$ cat src/mem_pkg.sv
package mem_pkg;

    // width of the repeat counter, as loaded from the count register
    localparam int rep_count_w = 16;

    typedef logic [31:0] addr_t;
    typedef logic [31:0] data_t;

    typedef enum logic [1:0] {
        size_byte  = 2'd0,
        size_word  = 2'd1,
        size_dword = 2'd2
    } opsize_t;

    // operand source for op1 and op2
    typedef enum logic [1:0] {
        sel_reg_a = 2'd0,
        sel_reg_b = 2'd1,
        sel_mem   = 2'd2,
        sel_imm   = 2'd3
    } opsel_t;

    typedef enum logic {
        dst_reg = 1'b0,
        dst_mem = 1'b1
    } dstsel_t;

    // byte step per operand size, code 3 is not a valid size
    localparam logic [3:0][2:0] size_step = {3'd0, 3'd4, 3'd2, 3'd1};

    // zero-extension mask per operand size
    localparam logic [3:0][31:0] size_mask = {
        32'h0000_0000, 32'hffff_ffff, 32'h0000_ffff, 32'h0000_00ff
    };

    typedef struct packed {
        opsize_t                opsize;
        logic                   dir;
        logic                   is_rep;
        logic [rep_count_w-1:0] rep_count;
        addr_t                  addr;
        logic                   mem_rd;
        data_t                  reg_a;
        data_t                  reg_b;
        data_t                  imm;
        opsel_t                 op1_sel;
        opsel_t                 op2_sel;
        dstsel_t                dst_sel;
    } uop_t;

    typedef struct packed {
        data_t op1;
        data_t op2;
        addr_t dest_addr;
    } result_t;

endpackage
$ cat src/mem_stage.sv
`timescale 1ns/1ps

module mem_stage import mem_pkg::*; (
    input  logic                   clk,
    input  logic                   rst_n,
    input  logic                   in_valid,
    input  opsize_t                in_opsize,
    input  logic                   in_dir,
    input  logic                   in_is_rep,
    input  logic [rep_count_w-1:0] in_rep_count,
    input  addr_t                  in_addr,
    input  logic                   in_mem_rd,
    input  data_t                  in_reg_a,
    input  data_t                  in_reg_b,
    input  data_t                  in_imm,
    input  opsel_t                 in_op1_sel,
    input  opsel_t                 in_op2_sel,
    input  dstsel_t                in_dst_sel,
    input  logic                   out_stall,
    input  logic                   dmem_ack,
    input  data_t                  dmem_rdata,
    output logic                   stall,
    output logic                   out_valid,
    output data_t                  out_op1,
    output data_t                  out_op2,
    output addr_t                  out_dest_addr,
    output logic                   dmem_req,
    output addr_t                  dmem_addr,
    output opsize_t                dmem_size
);

    uop_t    in_uop;
    uop_t    held_uop;
    logic    hold_valid;
    logic    gen_start;
    logic    gen_busy;
    logic    iter_valid;
    logic    last_iter;
    addr_t   iter_addr;
    logic    mem_start;
    logic    mem_done;
    logic    mem_pend;
    logic    got_data;
    data_t   mem_data;
    logic    iter_done;
    logic    advance;
    logic    in_free;
    result_t res;
    result_t out_res;

    always_comb begin
        in_uop.opsize    = in_opsize;
        in_uop.dir       = in_dir;
        in_uop.is_rep    = in_is_rep;
        in_uop.rep_count = in_rep_count;
        in_uop.addr      = in_addr;
        in_uop.mem_rd    = in_mem_rd;
        in_uop.reg_a     = in_reg_a;
        in_uop.reg_b     = in_reg_b;
        in_uop.imm       = in_imm;
        in_uop.op1_sel   = in_op1_sel;
        in_uop.op2_sel   = in_op2_sel;
        in_uop.dst_sel   = in_dst_sel;
    end

    pipe_reg #(.payload_t(uop_t)) u_in (
        .clk     (clk),
        .rst_n   (rst_n),
        .load    (in_valid && !stall),
        .clear   (in_free),
        .d       (in_uop),
        .q       (held_uop),
        .q_valid (hold_valid)
    );

    // sequencer picks up a held op one cycle after it lands
    assign gen_start = hold_valid && !gen_busy;

    rep_addr_gen u_gen (
        .clk        (clk),
        .rst_n      (rst_n),
        .start      (gen_start),
        .base_addr  (held_uop.addr),
        .opsize     (held_uop.opsize),
        .dir        (held_uop.dir),
        .is_rep     (held_uop.is_rep),
        .rep_count  (held_uop.rep_count),
        .advance    (advance),
        .iter_addr  (iter_addr),
        .iter_valid (iter_valid),
        .last_iter  (last_iter),
        .busy       (gen_busy)
    );

    // one read per iteration, data kept across back-pressure
    assign mem_start = iter_valid && held_uop.mem_rd && !mem_pend && !got_data;

    always_ff @(posedge clk) begin
        if (!rst_n) begin
            mem_pend <= 1'b0;
            got_data <= 1'b0;
        end else begin
            if (mem_start) begin
                mem_pend <= 1'b1;
            end else if (mem_done) begin
                mem_pend <= 1'b0;
            end
            if (advance) begin
                got_data <= 1'b0;
            end else if (mem_done) begin
                got_data <= 1'b1;
            end
        end
    end

    dmem_port u_port (
        .clk        (clk),
        .rst_n      (rst_n),
        .start      (mem_start),
        .addr       (iter_addr),
        .size       (held_uop.opsize),
        .dmem_ack   (dmem_ack),
        .dmem_rdata (dmem_rdata),
        .dmem_req   (dmem_req),
        .dmem_addr  (dmem_addr),
        .dmem_size  (dmem_size),
        .done       (mem_done),
        .rdata      (mem_data)
    );

    op_select u_sel (
        .uop       (held_uop),
        .iter_addr (iter_addr),
        .mem_data  (mem_data),
        .result    (res)
    );

    assign iter_done = iter_valid && (!held_uop.mem_rd || mem_done || got_data);
    assign advance   = iter_done && !out_stall;

    // last result loaded, or a repeat with nothing to do
    assign in_free = (advance && last_iter) ||
                     (gen_start && held_uop.is_rep && (held_uop.rep_count == '0));
    assign stall   = hold_valid && !in_free;

    pipe_reg #(.payload_t(result_t)) u_out (
        .clk     (clk),
        .rst_n   (rst_n),
        .load    (advance),
        .clear   (!out_stall),
        .d       (res),
        .q       (out_res),
        .q_valid (out_valid)
    );

    assign out_op1       = out_res.op1;
    assign out_op2       = out_res.op2;
    assign out_dest_addr = out_res.dest_addr;

endmodule

$ cat src/op_select.sv
`timescale 1ns/1ps

module op_select import mem_pkg::*; (
    input  uop_t    uop,
    input  addr_t   iter_addr,
    input  data_t   mem_data,
    output result_t result
);

    data_t mem_val;
    data_t mask;
    data_t op1_raw;
    data_t op2_raw;

    function automatic data_t pick_src(
        input opsel_t sel,
        input data_t  reg_a,
        input data_t  reg_b,
        input data_t  mem,
        input data_t  imm
    );
        data_t val;
        case (sel)
            sel_reg_a: val = reg_a;
            sel_reg_b: val = reg_b;
            sel_mem:   val = mem;
            default:   val = imm;
        endcase
        return val;
    endfunction

    // memory operand only exists when the uop actually read memory
    assign mem_val = uop.mem_rd ? mem_data : '0;

    assign mask = size_mask[uop.opsize];

    always_comb begin
        op1_raw = pick_src(uop.op1_sel, uop.reg_a, uop.reg_b, mem_val, uop.imm);
        op2_raw = pick_src(uop.op2_sel, uop.reg_a, uop.reg_b, mem_val, uop.imm);
    end

    always_comb begin
        result.op1 = op1_raw & mask;
        result.op2 = op2_raw & mask;
        // register destinations carry no address
        if (uop.dst_sel == dst_mem) begin
            result.dest_addr = iter_addr;
        end else begin
            result.dest_addr = '0;
        end
    end

endmodule

$ cat src/dmem_port.sv
`timescale 1ns/1ps

module dmem_port import mem_pkg::*; (
    input  logic    clk,
    input  logic    rst_n,
    input  logic    start,
    input  addr_t   addr,
    input  opsize_t size,
    input  logic    dmem_ack,
    input  data_t   dmem_rdata,
    output logic    dmem_req,
    output addr_t   dmem_addr,
    output opsize_t dmem_size,
    output logic    done,
    output data_t   rdata
);

    typedef enum logic [1:0] {
        st_idle,
        st_req,
        st_rel,
        st_done
    } state_t;

    state_t state;
    data_t  lane_data;

    // four-phase cycle, a new request only after ack has dropped
    always_ff @(posedge clk) begin
        if (!rst_n) begin
            state <= st_idle;
        end else begin
            case (state)
                st_idle: begin
                    if (start) begin
                        state <= st_req;
                    end
                end
                st_req: begin
                    if (dmem_ack) begin
                        state <= st_rel;
                    end
                end
                st_rel: begin
                    // wait for the memory to release ack
                    if (!dmem_ack) begin
                        state <= st_done;
                    end
                end
                default: begin
                    state <= st_idle;
                end
            endcase
        end
    end

    // address and size held stable for the whole request
    always_ff @(posedge clk) begin
        if (state == st_idle && start) begin
            dmem_addr <= addr;
            dmem_size <= size;
        end
    end

    // move the addressed lane down, then cut to the operand size
    always_comb begin
        lane_data = dmem_rdata >> {dmem_addr[1:0], 3'b000};
        lane_data = lane_data & size_mask[dmem_size];
    end

    always_ff @(posedge clk) begin
        if (state == st_req && dmem_ack) begin
            rdata <= lane_data;
        end
    end

    assign dmem_req = (state == st_req);
    assign done     = (state == st_done);

endmodule

$ cat src/rep_addr_gen.sv
`timescale 1ns/1ps

module rep_addr_gen import mem_pkg::*; (
    input  logic                   clk,
    input  logic                   rst_n,
    input  logic                   start,
    input  addr_t                  base_addr,
    input  opsize_t                opsize,
    input  logic                   dir,
    input  logic                   is_rep,
    input  logic [rep_count_w-1:0] rep_count,
    input  logic                   advance,
    output addr_t                  iter_addr,
    output logic                   iter_valid,
    output logic                   last_iter,
    output logic                   busy
);

    logic                   active;
    logic [rep_count_w-1:0] remain;
    addr_t                  cur_addr;
    addr_t                  step;

    // signed step, downward when the direction flag is set
    always_comb begin
        step = addr_t'(size_step[opsize]);
        if (dir) begin
            step = -step;
        end
    end

    always_ff @(posedge clk) begin
        if (!rst_n) begin
            active <= 1'b0;
            remain <= '0;
        end else if (start && !active) begin
            if (!is_rep) begin
                // plain op runs exactly once
                active <= 1'b1;
                remain <= rep_count_w'(1);
            end else if (rep_count != '0) begin
                active <= 1'b1;
                remain <= rep_count;
            end
            // a zero repeat count never becomes active
        end else if (advance && active) begin
            if (last_iter) begin
                active <= 1'b0;
            end
            remain <= remain - rep_count_w'(1);
        end
    end

    always_ff @(posedge clk) begin
        if (start && !active) begin
            cur_addr <= base_addr;
        end else if (advance && active) begin
            cur_addr <= cur_addr + step;
        end
    end

    assign iter_addr  = cur_addr;
    assign iter_valid = active;
    assign last_iter  = active && (remain == rep_count_w'(1));
    assign busy       = active;

endmodule

$ cat src/pipe_reg.sv
`timescale 1ns/1ps

module pipe_reg #(
    parameter type payload_t = logic
) (
    input  logic     clk,
    input  logic     rst_n,
    input  logic     load,
    input  logic     clear,
    input  payload_t d,
    output payload_t q,
    output logic     q_valid
);

    // valid bit of the stage

    always_ff @(posedge clk) begin
        if (!rst_n) begin
            q_valid <= 1'b0;
        end else if (load) begin
            q_valid <= 1'b1;
        end else if (clear) begin
            // consumed and nothing new behind it
            q_valid <= 1'b0;
        end
    end

    // payload only moves on load, it is held otherwise
    always_ff @(posedge clk) begin
        if (load) begin
            q <= d;
        end
    end

endmodule

$ cat config.mk
export PLATFORM = sky130hd
export DESIGN_NAME = mem_stage
export DESIGN_NICKNAME = d
export VERILOG_FILES = /design/src/mem_pkg.sv /design/src/mem_stage.sv /design/src/op_select.sv /design/src/dmem_port.sv /design/src/rep_addr_gen.sv /design/src/pipe_reg.sv
export SDC_FILE = /design/constraint.sdc
export NUM_CORES = 1
export LEC_CHECK = 0
export BUFFER_PORTS_ARGS = -buffer_cell sky130_fd_sc_hd__buf_2
export CAP_MARGIN = 20
export CORE_MARGIN = 10
export CORE_UTILIZATION = 50
export CTS_BUF_LIST = sky130_fd_sc_hd__clkbuf_4 sky130_fd_sc_hd__clkbuf_8 sky130_fd_sc_hd__clkbuf_16
export CTS_CLUSTER_DIAMETER = 40
export DETAILED_ROUTE_END_ITERATION = 6
export GPL_ROUTABILITY_DRIVEN = 0
export PLACE_DENSITY = 0.76
export REMOVE_ABC_BUFFERS = 1
export SYNTH_ARGS = -nofsm -noshare
export SYNTH_HDL_FRONTEND = slang
export SYNTH_SLANG_ARGS = --single-unit
$ cat constraint.sdc
create_clock -name clk -period 10.76 [get_ports clk]
set_clock_uncertainty 0.15 [all_clocks]
set_input_delay 0.538 -clock clk [delete_from_list [all_inputs] [get_ports clk]]
set_output_delay 0.538 -clock clk [all_outputs]
set_load 0.1 [all_outputs]
==> summary.md, run 1 <==
| Metric | Value |
|---|---|
| Worst Path Required | between 10 and 15 ns |
| Total number of vias | 12579 |
| Input/output buffers | 323 |
| H-tree levels | 2 |
| Yosys warns | 0 |
| All-Layer GR Usage | between 20% and 30% |
| Final hold slack | ~0.027 ns |
| Share of cells above drive strength 1 | a little under 30% |
| Dpl cells | around 2000 |
| CTS tree | done |
| Root Buffer | clkbuf_16 |
| CTS max path bufs | 3 |
| Critical path arrival | between 4 and 5 ns |
| Post-DP HPWL | about 32000 um |
| Placeable Area | 33620 um^2 |
| Slew margin rel. | approximately 34% |
| Worst path cell trace | ha_1 > nor2b_2 > buf_4 > ha_1 > a21oi_1 > o21ai_0 > or3_1 > o31ai_2 > nor4_1 > mux2i_1 > a311oi_1 |
| Hold buffers post-CTS | roughly 150 |
| Final Instance Area | roughly 23000 um^2 |
| Io pins | 324 |
| Vias/cell | around 5.7 |
| Peak supply drop | between 0.15 and 0.2 mV |
| Number of global-route vias before repair | roughly 13000 |
| DRC violations left | 0 |
| Reg area | around 11000 um^2 |
| Synth cell types | roughly 70 |
| Drt pass-1 iters | 5 |
| Cts repair resizes | 0 |
| FF-to-FF setup slack | between 6 and 7 ns |
| Initial Utilization | between 50% and 60% |
| Post-Layout Cell Count | about 2200 |
| Largest net degree at the start of global routing | between 80 and 90 |
| P_leak | just under 9 nW |
| Area growth, synth to finish | 32.09% |
| HP Class | in -> reg |
| Worst-path fanout max | 29 |
| DR iter-0 viols | about 1100 |
| Clk_lat worst skew | around 0.59 ns |
| TritonCTS buffer count | 53 |
| Synth Instances | approximately 1200 |
| Total of max-cap violations | 0 |
| Number of fill cells in the layout | 2291 |
| Setup repair bufs after CTS | 0 |
| Worst Setup Start Kind | flip-flop |
| Synth Register Bits | approximately 370 |
| Rows | 67 |
| Die width | slightly above 200 um |
| Die Ht | ~210 um |
| Initial antenna violation count | 4 |
| Antenna-violating nets left | 0 |
| HP Start | in_reg_a[31] |
| Final-stage net count | about 2000 |
| Min Clock Period, post-route | just over 4 ns |
| RSZ-0062 raised after global routing | no |
| Crit-path slowest cell | ha_1 |
| Async set or reset register ratio after synthesis | 0% |
| Placed Area | between 15000 and 20000 um^2 |
| Syn Area/Cell | 13.75 um^2 |
| Crit path from | u_in.q[152] |
| Fmax | ~250 MHz |
| Final WL | 50260 um |
| WL/cell | between 20 and 25 um |
| Final hold vios | 0 |
| PwrDens | just under 200 nW/um^2 |
| Main synth FF type | edfxtp_1 |
| CTS Sinks | between 300 and 400 |
| Sequential share of the synthesized area | around 64% |
| CP max stage delay | 0.50 ns |
| First-pass GRT wire length | 76510 um |
| R2r startpoint | u_in.q[152] |
| # setup viols final | 0 |
| CP most frequent cell | ha_1 |
| Die ar. | ~42000 um^2 |
| Slew @ Worst Pin | roughly 1.0 ns |
| Fin. max-slew vios | 0 |
| Synthesized area | about 17000 um^2 |
| Worst Setup End Kind | flip-flop |
| Post-synth EDFFs | approximately 350 |
| Gr ovfl total | 0 |
| Post-route clock period utilization | between 30 and 40% |
| Multi-input logic area | just under 6000 um^2 |
| Crit path kind | reg -> reg |
| Outcome | finished clean |
| CTS clk-pin slew, worst paths | approximately 0.05 ns |
[critical path, delay by kind of cell (launching register included)]
family | cells | cell delay [ns]
flip-flops | 1 | 0.44
AO/OA/AOI/OAI | 4 | 1.12
multiplexers | 1 | 0.15
buffers and inverters | 1 | 0.36
adder cells (fa/ha/maj) | 2 | 0.88
AND/OR/NAND/NOR | 3 | 0.76
[logic make-up (layout without fill, tap and decap cells)]
| group | after synthesis | in the layout | synth area share [%] |
|---|---|---|---|
| flops | 371 | 371 | 63.73 |
| other cells | 0 | 6 | 0 |
| simple gates | 361 | 361 | 11.04 |
| buf+inv | 92 | 609 | 2.120 |
| mux | 87 | 87 | 8.215 |
| compound gates | 264 | 264 | 10.30 |
| fa+ha+maj | 44 | 44 | 3.260 |
| xor+xnor | 26 | 26 | 1.330 |
[flip-flops by register name, indices dropped and copies added, names as in the netlist]
signal,cells
u_port.rdata,32
u_gen.remain,16
u_in.q_valid,1
u_gen.iter_addr,32
u_port.state,2
u_port.dmem_size,2
mem_pend,1
got_data,1
u_port.dmem_addr,32
u_out.q_valid,1
u_in.q,154
u_out.q,96
u_gen.busy,1
[layer usage]
metal / GRT usage, % / wire [um] / vias to the layer above
met3: 5.939 / 4546 / 113
met5: 0 / 13 / -
li1: - / - / 5730
met1: 27.94 / 18590 / 6097
met4: 8.532 / 1753 / 2
met2: 40.49 / 25360 / 637
[Yosys cell counts (5+ instances only)]
library cell	n	area, um^2
a311oi_1	20	175.2
xor2_1	12	105.1
a31oi_1	15	93.84
a21o_1	10	75.07
o211ai_1	11	82.58
edfxtp_1	348	10450
inv_1	20	75.07
or3_1	5	31.28
buf_1	6	22.52
nand2_1	56	210.2
o21ai_0	36	180.2
mux2i_1	37	370.4
nor3_1	9	45.04
a21oi_1	81	405.4
mux4_2	42	945.9
nand3_1	8	40.04
nand2b_1	8	50.05
clkbuf_1	52	195.2
a211oi_1	41	307.8
and2_1	108	675.7
o211a_1	7	70.07
nor2_1	100	375.4
buf_2	14	70.07
ha_1	43	538.0
o21bai_1	5	37.54
xnor2_1	14	122.6
nor2b_1	37	231.5
mux2_2	8	90.09
dfxtp_1	23	460.4
[cell type report]
class                           count  share of cell area (%)
Clock buffer                       61                   6.313
Inverter                           20                  0.3431
Sequential cell                   371                   48.25
Multi-Input combinational cell    782                   25.95
Antenna cell                        6                 0.06640
Clock inverter                     37                   1.992
Timing Repair Buffer              491                   14.61
Tap cell                          448                   2.479
[cells in the final DEF, fill, tap and decap left out, drive strengths merged, types with 15 or more instances in the layout]
cell type    Yosys  routed
a211oi          42      42
a21oi           82      82
a311oi          20      20
a31oi           15      15
and2           109     109
buf             20     340
clkbuf          52      61
clkinv           0      16
dfxtp           23      23
dlygate4sd3      0     151
edfxtp         348     348
ha              43      43
inv             20      33
mux2i           37      37
mux4            42      42
nand2           57      57
nor2           100     100
nor2b           37      37
o21ai           38      38
[worst paths after layout]
check                                      endpoint  cells after the start
worst max register to register  u_gen.iter_addr[30]                     11
worst min register to register        u_out.q_valid                      2
worst min-delay path                    u_in.q[100]                      1
worst max-delay path            u_gen.iter_addr[30]                     11
[stage by stage]
stage / utilization (%) / setup slack (ns) / TNS [ns] / power, mW
after floorplan: - / -1.783 / -274.65 / 2.354
after global placement: 56.93 / 6.601 / 0 / 2.524
after detailed placement: 56.93 / 6.499 / 0 / 2.548
after CTS: 66.96 / 6.610 / 0 / 4.408
after global routing: 67.24 / 6.510 / 0 / 4.564
final: 67.27 / 6.685 / 0 / 4.402
[report_power, final]
part,internal (mW),switching [mW]
Combinational,0.291,0.513
Sequential,1.72,0.0615
Clock,1.14,0.679
Power figures use the tool's default switching activity.
==> inputs of run 2 (changes only) <==
PLACE_DENSITY = 0.73   (was 0.76)
clock period = 4.1 ns   (was 10.76 ns; I/O delays follow)
==> summary.md, run 2 (synthesized netlist as in run 1, its figures left out) <==
| Metric | Value |
|---|---|
| Final WL | 50030 um |
| Outcome | finished clean |
| Antenna-violating nets left | 0 |
| CTS tree | done |
| Largest reg by FF count | u_in.q |
| PwrDens | 490.5 nW/um^2 |
| Reg area | 10910 um^2 |
| CTS max path bufs | 3 |
| Dpl cells | slightly below 2000 |
| Fin. max-slew vios | 0 |
| Clk_lat worst skew | about 0.58 ns |
| Cts repair resizes | 0 |
| Io pins | about 320 |
| TritonCTS buffer count | 51 |
| Setup repair bufs after CTS | 0 |
| Post-route clock period utilization | around 87% |
| Rows | 67 |
| Final hold slack | 0.05057 ns |
| Root Buffer | clkbuf_16 |
| Total of max-cap violations | 0 |
| Worst-path fanout max | 29 |
| Final Instance Area | 22780 um^2 |
| Worst Path Required | approximately 4.2 ns |
| Initial antenna violation count | 4 |
| Min Clock Period, post-route | about 3.6 ns |
| Most frequent cells in the layout | 348 x edfxtp_1, 323 x buf_2, 184 x dlygate4sd3_1 |
| Fmax | roughly 280 MHz |
| All-Layer GR Usage | between 20% and 30% |
| Drt pass-1 iters | 5 |
| Multi-input logic area | approximately 5900 um^2 |
| Worst Setup End Kind | flip-flop |
| First-pass GRT wire length | 76300 um |
| Area growth, synth to finish | 33.05% |
| DR iter-0 viols | 1080 |
| CTS Sinks | approximately 370 |
| # setup viols final | 0 |
| Commonest non-fill, non-tap cell in the layout | edfxtp_1 |
| Placed Area | ~19000 um^2 |
| Placeable Area | ~34000 um^2 |
| DRC violations left | 0 |
| Total number of vias | 12801 |
| Tot Pwr | approximately 11 mW |
| Die Ht | between 200 and 250 um |
| Critical path arrival | ~3.7 ns |
| Number of fill cells in the layout | roughly 2300 |
| Vias/cell | 5.707 |
| Initial Utilization | 50.92% |
| Final hold vios | 0 |
| P_leak | 8.799 nW |
| Hold buffers post-CTS | approximately 180 |
| Number of global-route vias before repair | 13316 |
| RSZ-0062 raised after global routing | no |
| Die width | 205.0 um |
| Peak supply drop | slightly below 0.4 mV |
| Worst Setup Start Kind | flip-flop |
| Share of cells above drive strength 1 | 28.20% |
| Regs by FF count | u_in.q (154), u_out.q (96) |
| Largest net degree at the start of global routing | slightly below 80 |
| Input/output buffers | ~320 |
| WL/cell | 22.30 um |
| Slew @ Worst Pin | around 1.1 ns |
| H-tree levels | 2 |
| Max FFs per register | between 150 and 200 |
| Crit path kind | reg -> reg |
| Post-DP HPWL | around 32000 um |
| Gr ovfl total | 0 |
| Post-Layout Cell Count | around 2200 |
| Die ar. | ~42000 um^2 |
| CTS clk-pin slew, worst paths | 0.06 ns |
| Final-stage net count | 1985 |
| HP Class | in -> reg |
| Slew margin rel. | 26.68% |
run 2: cell count changes in the layout (fill, tap and decap cells not counted), sizes merged:
cell         before  now
bufinv            7    3
clkbuf           61   56
clkinv           16   19
clkinvlp          1    4
diode             6    4
dlygate4sd3     151  184
inv              33   32
run 2: report_power, final:
part           leakage, nW  total (mW)  switching, mW  internal (mW)
sequential            3.45        4.68          0.169           4.51
clock                0.841        4.37           1.77           2.61
combinational         4.50        2.12           1.34          0.785
total                 8.80        11.2           3.27           7.90
run 2: metrics by stage:
step / worst slack (ns) / setup TNS [ns] / util, %
6_report: 0.5380 / 0 / 67.76
5_1_grt: 0.2101 / 0 / 67.73
4_1_cts: 0.5371 / 0 / 67.64
3_5_place_dp: 0.5438 / 0 / 57.03
3_3_place_gp: 0.6825 / 0 / 57.03
2_1_floorplan: -8.443 / -1303.80 / -
run 2: critical path: stages, from the launching register on:
cell and delay [ns]:
edfxtp_1 0.43, ha_1 0.26, nor2b_2 0.11, buf_4 0.36
ha_1 0.38, a21oi_1 0.22, o21ai_0 0.16, or3_1 0.38
o31ai_2 0.39, o21bai_1 0.16, xnor2_1 0.17, o21ai_0 0.09
run 2: path summary, 6_finish.rpt:
check | from | cells past startpoint | slack [ns] | to
worst max-delay path | u_in.q[152] | 11 | 0.54 | u_gen.iter_addr[26]
worst min-delay path | dmem_rdata[13] | 5 | 0.05 | u_port.rdata[13]
worst max register to register | u_in.q[152] | 11 | 0.54 | u_gen.iter_addr[26]
worst min register to register | u_out.q_valid | 2 | 0.33 | u_out.q_valid
run 2: area by class of cell:
class,instances,share of cell area (%)
Antenna cell,4,0.04395
Clock buffer,56,5.845
Clock inverter,38,1.725
Inverter,20,0.3406
Multi-Input combinational cell,782,25.76
Sequential cell,371,47.90
Tap cell,448,2.461
Timing Repair Buffer,524,15.92
run 2: routing by layer:
metal	up-vias	routed length (um)	GRT usage, %
met3	108	4506	6.002
met2	670	25010	40.13
met5	-	9	0
met4	2	1715	8.401
li1	5784	-	-
met1	6237	18790	28.04
